### src/mips_decode_pkg.sv
`default_nettype none

package mips_decode_pkg;

	localparam int QUEUE_DEPTH = 4;   // also the upstream credit budget
	localparam int DEC_CREDITS = 2;   // bundle slots granted by execute
	localparam int QPTR_W      = $clog2(QUEUE_DEPTH);
	localparam int QCNT_W      = $clog2(QUEUE_DEPTH + 1);
	localparam int CRED_W      = $clog2(DEC_CREDITS + 1);

	// primary opcode in instr[31:26]
	typedef enum logic [5:0] {
		OP_R_TYPE = 6'h00, OP_REGIMM = 6'h01, OP_J     = 6'h02, OP_JAL   = 6'h03,
		OP_BEQ    = 6'h04, OP_BNE    = 6'h05, OP_BLEZ  = 6'h06, OP_BGTZ  = 6'h07,
		OP_ADDI   = 6'h08, OP_ADDIU  = 6'h09, OP_SLTI  = 6'h0a, OP_SLTIU = 6'h0b,
		OP_ANDI   = 6'h0c, OP_ORI    = 6'h0d, OP_XORI  = 6'h0e, OP_LUI   = 6'h0f,
		OP_COP0   = 6'h10, OP_MUL    = 6'h1c,
		OP_LB     = 6'h20, OP_LH     = 6'h21, OP_LW    = 6'h23, OP_LBU   = 6'h24,
		OP_LHU    = 6'h25, OP_SB     = 6'h28, OP_SH    = 6'h29, OP_SW    = 6'h2b
	} opcode_e;

	// SPECIAL funct in instr[5:0]
	typedef enum logic [5:0] {
		FN_SLL  = 6'h00, FN_SRL   = 6'h02, FN_SRA     = 6'h03, FN_SLLV  = 6'h04,
		FN_SRLV = 6'h06, FN_SRAV  = 6'h07, FN_JR      = 6'h08, FN_JALR  = 6'h09,
		FN_SYSCALL = 6'h0c, FN_BREAK = 6'h0d,
		FN_MFHI = 6'h10, FN_MTHI  = 6'h11, FN_MFLO    = 6'h12, FN_MTLO  = 6'h13,
		FN_MULT = 6'h18, FN_MULTU = 6'h19, FN_DIV     = 6'h1a, FN_DIVU  = 6'h1b,
		FN_ADD  = 6'h20, FN_ADDU  = 6'h21, FN_SUB     = 6'h22, FN_SUBU  = 6'h23,
		FN_AND  = 6'h24, FN_OR    = 6'h25, FN_XOR     = 6'h26, FN_NOR   = 6'h27,
		FN_SLT  = 6'h2a, FN_SLTU  = 6'h2b
	} funct_e;

	typedef enum logic [5:0] {
		C0_TLBR = 6'h01, C0_TLBWI = 6'h02, C0_TLBWR = 6'h06, C0_TLBP = 6'h08, C0_ERET = 6'h18
	} cop0_funct_e;

	typedef enum logic [4:0] {
		C0_MFC0 = 5'h00, C0_MTC0 = 5'h04
	} cop0_rs_e;

	typedef enum logic [4:0] {
		ALU_ADD, ALU_ADDU, ALU_SUB, ALU_SUBU, ALU_AND, ALU_OR, ALU_XOR, ALU_NOR,
		ALU_SLT, ALU_SLTU, ALU_SLL, ALU_SRL, ALU_SRA, ALU_LUI, ALU_MUL, ALU_PASS,
		ALU_NONE
	} alu_op_e;

	typedef enum logic [1:0] {
		DST_RD = 2'b00, DST_RT = 2'b01, DST_RA = 2'b10   // ra is r31
	} reg_dst_e;

	typedef struct packed {
		logic [31:0] instr;
		logic [31:0] pc;
	} fetch_pkt_t;

	typedef struct packed {
		logic       sign_ext;
		logic       is_div;
		logic       is_mult;
		logic [1:0] mfhi_lo;      // {mfhi, mflo}
		reg_dst_e   reg_dst;
		logic       alu_imm_sel;
		logic       hilo_wen;
		logic       mem_read_en;
		logic       mem_write_en;
		logic       reg_write_en;
		logic       mem_to_reg;
		logic       hilo_to_reg;
		logic       ri;
		logic       brk;
		logic       syscall;
		logic       eret;
		logic       cp0_wen;
		logic       cp0_to_reg;
		logic [7:0] ls_type;      // {lw, lh, lhu, lb, lbu, sw, sh, sb}
		logic [3:0] tlb_type;     // {wr, wi, r, p}
	} dec_ctrl_t;

	typedef struct packed {
		dec_ctrl_t   ctrl;
		alu_op_e     alu_op;
		logic [31:0] instr;
		logic [31:0] pc;
	} dec_pkt_t;

endpackage

`default_nettype wire
### src/alu_decoder.sv
`timescale 1ns/1ns
`default_nettype none

module alu_decoder
	import mips_decode_pkg::*;
(
	input  logic [31:0] instr,
	output alu_op_e     alu_op
);

	opcode_e    opcode;
	cop0_rs_e   rs;
	logic [4:0] rt;
	funct_e     funct;

	assign opcode = opcode_e'(instr[31:26]);
	assign rs     = cop0_rs_e'(instr[25:21]);
	assign rt     = instr[20:16];
	assign funct  = funct_e'(instr[5:0]);

	always_comb begin
		alu_op = ALU_NONE;
		case (opcode)
			OP_R_TYPE: begin
				case (funct)
					FN_ADD:           alu_op = ALU_ADD;
					FN_ADDU:          alu_op = ALU_ADDU;
					FN_SUB:           alu_op = ALU_SUB;
					FN_SUBU:          alu_op = ALU_SUBU;
					FN_AND:           alu_op = ALU_AND;
					FN_OR:            alu_op = ALU_OR;
					FN_XOR:           alu_op = ALU_XOR;
					FN_NOR:           alu_op = ALU_NOR;
					FN_SLT:           alu_op = ALU_SLT;
					FN_SLTU:          alu_op = ALU_SLTU;
					FN_SLL, FN_SLLV:  alu_op = ALU_SLL;   // shamt or rs picked in execute
					FN_SRL, FN_SRLV:  alu_op = ALU_SRL;
					FN_SRA, FN_SRAV:  alu_op = ALU_SRA;
					FN_MFHI, FN_MFLO: alu_op = ALU_PASS;
					FN_JALR:          alu_op = ALU_PASS;  // link address
					default:          alu_op = ALU_NONE;
				endcase
			end

			OP_ADDI:  alu_op = ALU_ADD;
			OP_ADDIU: alu_op = ALU_ADDU;
			OP_SLTI:  alu_op = ALU_SLT;
			OP_SLTIU: alu_op = ALU_SLTU;
			OP_ANDI:  alu_op = ALU_AND;
			OP_ORI:   alu_op = ALU_OR;
			OP_XORI:  alu_op = ALU_XOR;
			OP_LUI:   alu_op = ALU_LUI;

			// effective address
			OP_LW, OP_LB, OP_LBU, OP_LH, OP_LHU, OP_SW, OP_SH, OP_SB:
				alu_op = ALU_ADDU;

			OP_MUL: alu_op = ALU_MUL;
			OP_JAL: alu_op = ALU_PASS;

			OP_REGIMM: begin
				if (rt[4:1] == 4'b1000)
					alu_op = ALU_PASS;   // bltzal, bgezal
			end

			OP_COP0: begin
				if (rs == C0_MFC0)
					alu_op = ALU_PASS;
			end

			default: alu_op = ALU_NONE;
		endcase
	end

endmodule

`default_nettype wire

### src/decode_stage.sv
`timescale 1ns/1ns
`default_nettype none

module decode_stage
	import mips_decode_pkg::*;
(
	input  logic       clk,
	input  logic       arst_n,
	input  logic       head_valid,
	input  fetch_pkt_t head_pkt,
	output logic       pop,
	output logic       out_valid,
	output dec_pkt_t   out_pkt,
	input  logic       out_credit
);

	logic [CRED_W-1:0] credits;   // free slots in execute
	logic              send;
	dec_ctrl_t         ctrl;
	alu_op_e           alu_op;

	assign send = head_valid && (credits != '0);
	assign pop  = send;

	main_decoder main_dec_inst (
		.instr (head_pkt.instr),
		.ctrl  (ctrl)
	);

	alu_decoder alu_dec_inst (
		.instr  (head_pkt.instr),
		.alu_op (alu_op)
	);

	always_ff @(posedge clk or negedge arst_n) begin
		if (!arst_n) begin
			credits   <= CRED_W'(DEC_CREDITS);
			out_valid <= 1'b0;
		end else begin
			out_valid <= send;
			case ({send, out_credit})
				2'b10:   credits <= credits - 1'b1;
				2'b01:   credits <= credits + 1'b1;
				default: credits <= credits;   // idle, or send and return in one cycle
			endcase
		end
	end

	// bundle register loads on each send
	always_ff @(posedge clk) begin
		if (send) begin
			out_pkt.ctrl   <= ctrl;
			out_pkt.alu_op <= alu_op;
			out_pkt.instr  <= head_pkt.instr;
			out_pkt.pc     <= head_pkt.pc;
		end
	end

	// execute never returns more credits than it was given
	a_credit_bound: assert property (@(posedge clk) disable iff (!arst_n)
		credits <= CRED_W'(DEC_CREDITS))
		else $error("decode_stage: credit count above DEC_CREDITS");

endmodule

`default_nettype wire

### src/decode_top.sv
`timescale 1ns/1ns
`default_nettype none

module decode_top
	import mips_decode_pkg::*;
(
	input  logic       clk,
	input  logic       arst_n,
	input  logic       in_valid,
	input  fetch_pkt_t in_pkt,
	output logic       in_credit,
	output logic       out_valid,
	output dec_pkt_t   out_pkt,
	input  logic       out_credit
);

	logic       head_valid;
	fetch_pkt_t head_pkt;
	logic       pop;

	instr_queue queue_inst (
		.clk        (clk),
		.arst_n     (arst_n),
		.in_valid   (in_valid),
		.in_pkt     (in_pkt),
		.pop        (pop),
		.head_valid (head_valid),
		.head_pkt   (head_pkt),
		.in_credit  (in_credit)
	);

	decode_stage stage_inst (
		.clk        (clk),
		.arst_n     (arst_n),
		.head_valid (head_valid),
		.head_pkt   (head_pkt),
		.pop        (pop),
		.out_valid  (out_valid),
		.out_pkt    (out_pkt),
		.out_credit (out_credit)
	);

endmodule

`default_nettype wire

### src/instr_queue.sv
`timescale 1ns/1ns
`default_nettype none

module instr_queue
	import mips_decode_pkg::*;
(
	input  logic       clk,
	input  logic       arst_n,
	input  logic       in_valid,
	input  fetch_pkt_t in_pkt,
	input  logic       pop,
	output logic       head_valid,
	output fetch_pkt_t head_pkt,
	output logic       in_credit
);

	fetch_pkt_t        mem [QUEUE_DEPTH];
	logic [QPTR_W-1:0] wr_ptr;
	logic [QPTR_W-1:0] rd_ptr;
	logic [QCNT_W-1:0] count;
	logic              full;

	assign full       = (count == QCNT_W'(QUEUE_DEPTH));
	assign head_valid = (count != '0);
	assign head_pkt   = mem[rd_ptr];
	assign in_credit  = pop;   // each freed slot goes back upstream as a credit

	always_ff @(posedge clk) begin
		if (in_valid)
			mem[wr_ptr] <= in_pkt;
	end

	always_ff @(posedge clk or negedge arst_n) begin
		if (!arst_n) begin
			wr_ptr <= '0;
			rd_ptr <= '0;
			count  <= '0;
		end else begin
			if (in_valid)
				wr_ptr <= (wr_ptr == QPTR_W'(QUEUE_DEPTH - 1)) ? '0 : wr_ptr + 1'b1;
			if (pop)
				rd_ptr <= (rd_ptr == QPTR_W'(QUEUE_DEPTH - 1)) ? '0 : rd_ptr + 1'b1;
			case ({in_valid, pop})
				2'b10:   count <= count + 1'b1;
				2'b01:   count <= count - 1'b1;
				default: count <= count;
			endcase
		end
	end

	// upstream must respect its credits
	a_no_write_full: assert property (@(posedge clk) disable iff (!arst_n)
		!(in_valid && full))
		else $error("instr_queue: write while full");

	// decode stage pops only a valid head
	a_no_pop_empty: assert property (@(posedge clk) disable iff (!arst_n)
		!(pop && !head_valid))
		else $error("instr_queue: pop while empty");

endmodule

`default_nettype wire

### src/main_decoder.sv
`timescale 1ns/1ns
`default_nettype none

module main_decoder
	import mips_decode_pkg::*;
(
	input  logic [31:0] instr,
	output dec_ctrl_t   ctrl
);

	opcode_e     opcode;
	cop0_rs_e    rs;
	logic [4:0]  rt;
	funct_e      funct;
	cop0_funct_e c0_funct;

	assign opcode   = opcode_e'(instr[31:26]);
	assign rs       = cop0_rs_e'(instr[25:21]);
	assign rt       = instr[20:16];
	assign funct    = funct_e'(instr[5:0]);
	assign c0_funct = cop0_funct_e'(instr[5:0]);

	// one-hot access type with lw at the top and sb at the bottom
	function automatic logic [7:0] ls_onehot(input opcode_e op);
		logic [7:0] t;
		t = '0;
		case (op)
			OP_LW:   t[7] = 1'b1;
			OP_LH:   t[6] = 1'b1;
			OP_LHU:  t[5] = 1'b1;
			OP_LB:   t[4] = 1'b1;
			OP_LBU:  t[3] = 1'b1;
			OP_SW:   t[2] = 1'b1;
			OP_SH:   t[1] = 1'b1;
			OP_SB:   t[0] = 1'b1;
			default: t = '0;
		endcase
		return t;
	endfunction

	always_comb begin
		ctrl          = '0;
		ctrl.reg_dst  = DST_RD;
		// logical immediates are zero extended
		ctrl.sign_ext = !(opcode inside {OP_ANDI, OP_ORI, OP_XORI, OP_LUI});
		ctrl.ls_type  = ls_onehot(opcode);

		case (opcode)
			OP_R_TYPE: begin
				case (funct)
					FN_ADD, FN_ADDU, FN_SUB, FN_SUBU, FN_AND, FN_OR, FN_XOR, FN_NOR,
					FN_SLT, FN_SLTU, FN_SLL, FN_SRL, FN_SRA, FN_SLLV, FN_SRLV, FN_SRAV:
						ctrl.reg_write_en = 1'b1;
					FN_MFHI: begin
						ctrl.reg_write_en = 1'b1;
						ctrl.hilo_to_reg  = 1'b1;
						ctrl.mfhi_lo      = 2'b10;
					end
					FN_MFLO: begin
						ctrl.reg_write_en = 1'b1;
						ctrl.hilo_to_reg  = 1'b1;
						ctrl.mfhi_lo      = 2'b01;
					end
					FN_MTHI, FN_MTLO:
						ctrl.hilo_wen = 1'b1;
					FN_MULT, FN_MULTU: begin
						ctrl.hilo_wen = 1'b1;
						ctrl.is_mult  = 1'b1;
					end
					FN_DIV, FN_DIVU: begin
						ctrl.hilo_wen = 1'b1;
						ctrl.is_div   = 1'b1;
					end
					FN_JR: ;   // jump only
					FN_JALR: begin
						ctrl.reg_write_en = 1'b1;
						ctrl.reg_dst      = DST_RA;   // link always to r31
					end
					FN_SYSCALL: ctrl.syscall = 1'b1;
					FN_BREAK:   ctrl.brk     = 1'b1;
					default:    ctrl.ri      = 1'b1;
				endcase
			end

			OP_REGIMM: begin
				case (rt[4:1])
					4'b1000: begin   // bltzal, bgezal
						ctrl.reg_write_en = 1'b1;
						ctrl.reg_dst      = DST_RA;
					end
					4'b0000: ;       // bltz, bgez
					default: ctrl.ri = 1'b1;
				endcase
			end

			OP_J, OP_BEQ, OP_BNE, OP_BLEZ, OP_BGTZ: ;

			OP_JAL: begin
				ctrl.reg_write_en = 1'b1;
				ctrl.reg_dst      = DST_RA;
			end

			OP_ADDI, OP_ADDIU, OP_SLTI, OP_SLTIU, OP_ANDI, OP_ORI, OP_XORI, OP_LUI: begin
				ctrl.reg_write_en = 1'b1;
				ctrl.reg_dst      = DST_RT;
				ctrl.alu_imm_sel  = 1'b1;
			end

			OP_LW, OP_LB, OP_LBU, OP_LH, OP_LHU: begin
				ctrl.reg_write_en = 1'b1;
				ctrl.reg_dst      = DST_RT;
				ctrl.alu_imm_sel  = 1'b1;
				ctrl.mem_read_en  = 1'b1;
				ctrl.mem_to_reg   = 1'b1;
			end

			OP_SW, OP_SH, OP_SB: begin
				ctrl.alu_imm_sel  = 1'b1;   // address = base + offset
				ctrl.mem_write_en = 1'b1;
			end

			OP_COP0: begin
				case (rs)
					C0_MTC0: ctrl.cp0_wen = 1'b1;
					C0_MFC0: begin
						ctrl.reg_write_en = 1'b1;
						ctrl.reg_dst      = DST_RT;
						ctrl.cp0_to_reg   = 1'b1;
					end
					default: begin
						case (c0_funct)
							C0_TLBWR: ctrl.tlb_type = 4'b1000;
							C0_TLBWI: ctrl.tlb_type = 4'b0100;
							C0_TLBR:  ctrl.tlb_type = 4'b0010;
							C0_TLBP:  ctrl.tlb_type = 4'b0001;
							C0_ERET:  ctrl.eret     = 1'b1;
							default:  ctrl.ri       = 1'b1;
						endcase
					end
				endcase
			end

			OP_MUL: begin   // SPECIAL2 mul writes its result straight to rd
				ctrl.reg_write_en = 1'b1;
				ctrl.is_mult      = 1'b1;
			end

			default: ctrl.ri = 1'b1;
		endcase
	end

endmodule

`default_nettype wire

### config.mk
export PLATFORM = sky130hd
export DESIGN_NAME = decode_top
export DESIGN_NICKNAME = d
export VERILOG_FILES = /design/src/mips_decode_pkg.sv /design/src/alu_decoder.sv /design/src/decode_stage.sv /design/src/decode_top.sv /design/src/instr_queue.sv /design/src/main_decoder.sv
export SDC_FILE = /design/constraint.sdc
export NUM_CORES = 1
export LEC_CHECK = 0
export ABC_AREA = 1
export BUFFER_PORTS_ARGS = -buffer_cell sky130_fd_sc_hd__clkbuf_2
export CAP_MARGIN = 10
export CORE_ASPECT_RATIO = 0.7
export CORE_UTILIZATION = 55
export DETAILED_ROUTE_END_ITERATION = 8
export GPL_TIMING_DRIVEN = 0
export PLACE_DENSITY = 0.84
export SYNTH_ARGS = -nofsm -noshare
export SYNTH_HDL_FRONTEND = slang
export SYNTH_HIERARCHICAL = 1
export SYNTH_SLANG_ARGS = --single-unit
export TNS_END_PERCENT = 5
### constraint.sdc
create_clock -name clk -period 11.7 [get_ports clk]
set_input_delay 1.17 -clock clk [delete_from_list [all_inputs] [get_ports clk]]
set_output_delay 1.17 -clock clk [all_outputs]
set_load 0.02 [all_outputs]
# ---- Yosys cells after proc, flatten, opt, wreduce, memory -nomap -nowiden
# Memory sizes are Yosys's and may differ from the RTL's.
# Index checks and enable logic that the tools add are counted.
dict set report totals {
  ram_bits 256
  memories 2
  regBits 110
  output_inout_bits 103
  rom_bits 320
  input_bits 68
  elab_cells 169
}
# name words width rd rd_ports_with_merged_regs wr line
set mem_list {}
lappend mem_list {{(no name shown)} 64 5 1 0 0 alu_decoder.sv:25} ;# case (funct)
lappend mem_list {queue_inst.mem 4 64 1 0 1 instr_queue.sv:17} ;# fetch_pkt_t mem [QUEUE_DEPTH];
dict set report classes {
  bitwise_logic 1
  muxes 44
  reduce_logical 28
  eq_ne 61
  add_sub_neg 6
}
# cell count
set ops {}
lappend ops {{== test 6 bit (second input constant)} 18}
lappend ops {{== test 6 x 4 -> 1 bit (second input constant)} 12}
lappend ops {{case mux 5 bit (13 select lines)} 1}
lappend ops {{== test 6 x 5 -> 1 bit (second input constant)} 10}
lappend ops {{== test 6 x 3 -> 1 bit (second input constant)} 7}
lappend ops {{two-way mux 1 bit} 29}
lappend ops {{OR reduction 28 bit} 1}
lappend ops {{== test 6 x 2 -> 1 bit (second input constant)} 4}
lappend ops {{OR reduction 23 bit} 1}
lappend ops {{OR reduction 19 bit} 1}
lappend ops {{case mux 4 bit (4 select lines)} 1}
lappend ops {{OR reduction 16 bit} 1}
lappend ops {{OR reduction 15 bit} 1}
lappend ops {{OR reduction 13 bit} 1}
lappend ops {{== test 6 x 1 -> 1 bit (second input constant)} 2}
lappend ops {{logical NOT 6 bit} 2}
lappend ops {{two-way mux 5 bit} 2}
lappend ops {{case mux 2 bit (5 select lines)} 1}
lappend ops {{OR reduction 2 bit} 5}
lappend ops {{OR reduction 5 bit} 2}
lappend ops {{OR reduction 9 bit} 1}
lappend ops {{== test 2 bit (second input constant)} 4}
lappend ops {{two-way mux 2 bit} 4}
lappend ops {{case mux 1 bit (4 select lines)} 2}
lappend ops {{20 further kinds} 27}

# ---- Logic depth before layout (Yosys ltp)
# An unclocked memory read counts as a cell.
dict set report depth {
  depth_word 6
  depth_mapped 17
}

# ---- Hierarchy
# The synthesis kept the hierarchy.
# module instances area_each_um2 seq_area_each_um2 cells_each
set by_module_without_submodules {}
lappend by_module_without_submodules {instr_queue 1 10901.7 7862.5 928}
lappend by_module_without_submodules {decode_stage 1 3180.6 3109.2 118}
lappend by_module_without_submodules {main_decoder 1 827.0 0.0 185}
lappend by_module_without_submodules {alu_decoder 1 578.1 0.0 127}

# ---- Worst setup path after synthesis
# Ideal clock, no wire load.
dict set report synth_timing {
  path_kind {register to output}
  from {register stage_inst.credits[1]}
  to {output port in_credit}
  arrival_time_ns 3.104
  setup_slack_ns 7.426
  t_required_ns 10.530
  stages_incl_launch_ff 4
  cell_sequence {dfstp_2 o21ai_0 inv_1 buf_4}
}
dict set report synth_via {
  elab_chain_cells 2
}
# element line
set synth_rtl {}
lappend synth_rtl {{from (decl)} decode_stage.sv:17} ;# logic [CRED_W-1:0] credits;
lappend synth_rtl {{from (signal assigned)} decode_stage.sv:37} ;# credits <= CRED_W'(DEC_CREDITS);
lappend synth_rtl {{from (signal assigned)} decode_stage.sv:42} ;# 2'b10: credits <= credits - 1'b1;
lappend synth_rtl {{from (signal assigned)} decode_stage.sv:43} ;# 2'b01: credits <= credits + 1'b1;
lappend synth_rtl {{nonzero test 2 bit} decode_stage.sv:22} ;# assign send = head_valid && (credits != '0);
lappend synth_rtl {{logical AND 1 bit} decode_stage.sv:22}
lappend synth_rtl {{to (decl)} decode_top.sv:11} ;# output logic in_credit,
# Every way passes these cells.

# ---- Final worst setup path
dict set report layout_timing {
  from {register queue_inst.count[0]}
  to {output port in_credit}
}
dict set report layout_via {
  elab_chain_cells 2
}
# element line
set layout_rtl {}
lappend layout_rtl {{from (decl)} instr_queue.sv:20} ;# logic [QCNT_W-1:0] count;
lappend layout_rtl {{from (signal assigned)} instr_queue.sv:44} ;# 2'b10: count <= count + 1'b1;
lappend layout_rtl {{from (signal assigned)} instr_queue.sv:45} ;# 2'b01: count <= count - 1'b1;
lappend layout_rtl {{from (signal assigned)} instr_queue.sv:46} ;# default: count <= count;
lappend layout_rtl {{nonzero test 3 bit} instr_queue.sv:24} ;# assign head_valid = (count != '0);
lappend layout_rtl {{net head_valid} decode_top.sv:17} ;# logic head_valid;
lappend layout_rtl {{logical AND 1 bit} decode_stage.sv:22}
# The timed path passes the listed nets, and every way through them passes these cells.

==> impl_metrics.csv <==
group,metric,value,unit
drt,num_vias,10300,
worst_setup_path,r2r_end,"stage_inst/out_pkt[89]",
hold_path,worstHoldStart,"queue_inst/count[2]",
clocking,htree_levels,2,
layout,layout.cells.non_filler,1964,
drt,wl,34.4,mm
status,status,"finished, final reports clean",
synth,yosys.area.top_type,"edfxtp_1",
timing,hold_ws,0.476,ns
floorplanning,dieArea,28800,sq um
layout,drive_above_1_share,20.7,%
drt,drcViolationCount,0,
power,irDropWorstVdd,0.153,mV
hold_path,min_to,"queue_inst/count[2]",
worst_setup_path,worstSetupEndpointType,"output pin",
worst_setup_path,crit_path_start_kind,"flip-flop",
drt,wl_per_cell,17.5,microns
worst_setup_path,ff2ff_path_depth,14,
worst_setup_path,cp_max_fo,51,
global_routing,overflow,0,
global_routing,grt_pass1_wl,52.9,mm
global_routing,grt_max_degree,59,
synth,ys.flop_type,"edfxtp_1",
clocking,clk_latency,0.52,ns
synth,avgSynthCellArea,11.4,sq um
synth,ys_types,34,
clocking,path_clk_slew,0.06,ns
synth,yosysSeqAreaShare,70.8,%
placed_design,io_buffers,169,
floorplanning,die_h,142,microns
synth,synth_seq_cells,367,
timing,fmax,291,MHz
drt,viasPerCell,5.26,
timing,drv_slew,0,
timing,setup_viol,0,
placed_design,dp_slack,8.75,ns
synth,postSynth.asyncResetShare,2.72,%
power,p_leak,7.86,nW
floorplanning,initial_core_util,56.9,%
worst_setup_path,reg2reg_slack,8.89,ns
synth,synthesis.nets,1434,
timing,slew_headroom,51.2,%
floorplanning,std_cell_rows,50,
global_routing,antenna_found_initial,3,
floorplanning,die_x,203,microns
layout,fill_cells,1950,
synth,synth_edf_count,357,
timing,rsz0062_at_grt,"false",
synth,synthTopCellsByArea,"edfxtp_1 (69%), nand2_1 (9.0%), inv_1 (4.7%)",
worst_setup_path,worstPathRequired,10.53,ns
global_routing,grt.total_usage,24.0,%
timing,setup_slack,8.26,ns
hold_path,holdPathStages,2,
clocking,cts_tree,"yes",
synth,synth_top_area_share,69.2,%
clocking,post_cts_resized,0,
synth,yosysWarnings,6,
placed_design,hpwl,22.2,mm
worst_setup_path,critPathMaxStageDelay,0.60,ns
clocking,clock_sinks,367,
synth,synthCells,1358,
timing,skew,0.0173,ns
synth,synth.most_common_cell,"nand2_1",
worst_setup_path,worst_path_max_delay_cell,"inv_4",
drt,drt-initial-drc-count,982,
synth,synth_area,15500,sq um
clocking,cts-buffers-inserted,36,
clocking,cts_root_buffer,"clkbuf_16",
worst_setup_path,worstPathArrival,2.27,ns
global_routing,grt_pass1_vias,10000,
hold_path,min_path_type,"flip-flop to flip-flop",
synth,synthTopCellsByCount,"nand2_1 (370), edfxtp_1 (357), inv_1 (194)",
drt,ant_nets,0,
timing,fin_crit_sh,29.4,%
worst_setup_path,crit_chain,"nor2_1, nand2_1, o21ai_0, inv_4, buf_4, clkbuf_2",
clocking,ctsHoldBuffers,0,
layout,syn2layout_area_growth,17.3,%
worst_setup_path,setup.worst_path.class,"flip-flop to output pin",
placed_design,dpl.cell_count,1896,
timing,fin_crit,3.44,ns
floorplanning,num_io_pins,171,
layout,nets,1646,
timing,hold_viol_final,0,
worst_setup_path,r2r_start,"queue_inst/rd_ptr[1]",
power,p_per_area,298,nW/um^2
run,cap_violations,0,
timing,worstMarginPinSlew,0.732,ns
drt,dr.pass1.iters,5,
clocking,cts_setup_buffers,0,
placed_design,gp_congestion,0.875,
floorplanning,coreArea,27200,sq um
clocking,cts_buffer_depth,3,
timing,setup_tns,0,ns
cells by family (layout without fill, tap and decap cells):
family                   Yosys count  count (layout)  share of synthesized area (%)
flip-flops                       367             367                           70.8
AND/OR/NAND/NOR                  643             643                           16.9
adder cells (fa/ha/maj)            8               8                          0.695
AO/OA/AOI/OAI                     86              86                           4.19
buffers and inverters            252             492                           7.25
XOR/XNOR                           2               2                          0.113
other                              0               2                              0
worst max-delay path: cells and delay by family (launching register included):
kind            cells  cell delay [ns]
compound gates      1             0.19
simple gates        2             0.14
flops               1             0.41
buf+inv             3             0.98
cells in the final DEF (no fill, tap or decap), types with 10 or more instances in the layout:
master / synthesis / layout
nor2_2: 13 / 13
buf_4: 15 / 15
nor2_1: 183 / 183
nand3_1: 47 / 47
o211ai_1: 55 / 55
o211ai_2: 10 / 10
o21ai_0: 11 / 11
nand2_1: 370 / 370
buf_6: 13 / 13
clkbuf_2: 0 / 169
buf_2: 17 / 17
clkbuf_16: 0 / 37
inv_1: 194 / 189
edfxtp_1: 357 / 357
where the power goes:
part | switching [mW] | internal, mW
clock | 0.479 | 0.712
combinational | 1.54 | 0.616
sequential | 0.109 | 1.96
total | 2.13 | 3.28
through the flow:
stage | instance area [sq um] | utilization (%) | power [mW]
after global placement | 16800 | 61.7 | 4.15
after floorplan | 15500 | - | 3.55
after CTS | 18200 | 66.8 | 5.44
after detailed placement | 16900 | 62.2 | 4.23
final | 18200 | 66.8 | 5.42
after global routing | 18200 | 66.8 | 5.72
routing by layer:
metal	up-vias	wire, microns	track usage, %
li1	4914	-	-
met1	4920	14700	33.0
met2	441	16000	38.6
met5	-	11	0
met3	53	2970	5.33
met4	2	718	7.44
cell type report:
class                      count  area (sq um)  area share [%]
antenna                        2          5.00          0.0275
buffer                        47           352            1.93
clock buffer                  45           986            5.43
clock inverter                21           241            1.33
inverter                     205           783            4.31
multi-input combinational    739          3390            18.7
sequential                   367         11000            60.4
tap                          364           455            2.51
timing repair buffer         174           983            5.41
how the worst max path moves through the flow:
stage	startpoint	endpoint	cells past startpoint
finish	queue_inst/count[0]	in_credit	6
global route	queue_inst/count[0]	in_credit	6
CTS	queue_inst/count[0]	in_credit	6
detailed placement	queue_inst/count[0]	in_credit	6
global placement	queue_inst/count[0]	in_credit	6
floorplan	stage_inst/credits[1]	in_credit	3
state kept, by name, summed over array words and instances (netlist names):
| name | flops |
|---|---|
| queue_inst/mem | 256 |
| stage_inst/out_pkt | 101 |
| queue_inst/count | 3 |
| queue_inst/rd_ptr | 2 |
| queue_inst/wr_ptr | 2 |
| stage_inst/credits | 2 |
| stage_inst/out_valid | 1 |
(Power assumes the default switching activity.)
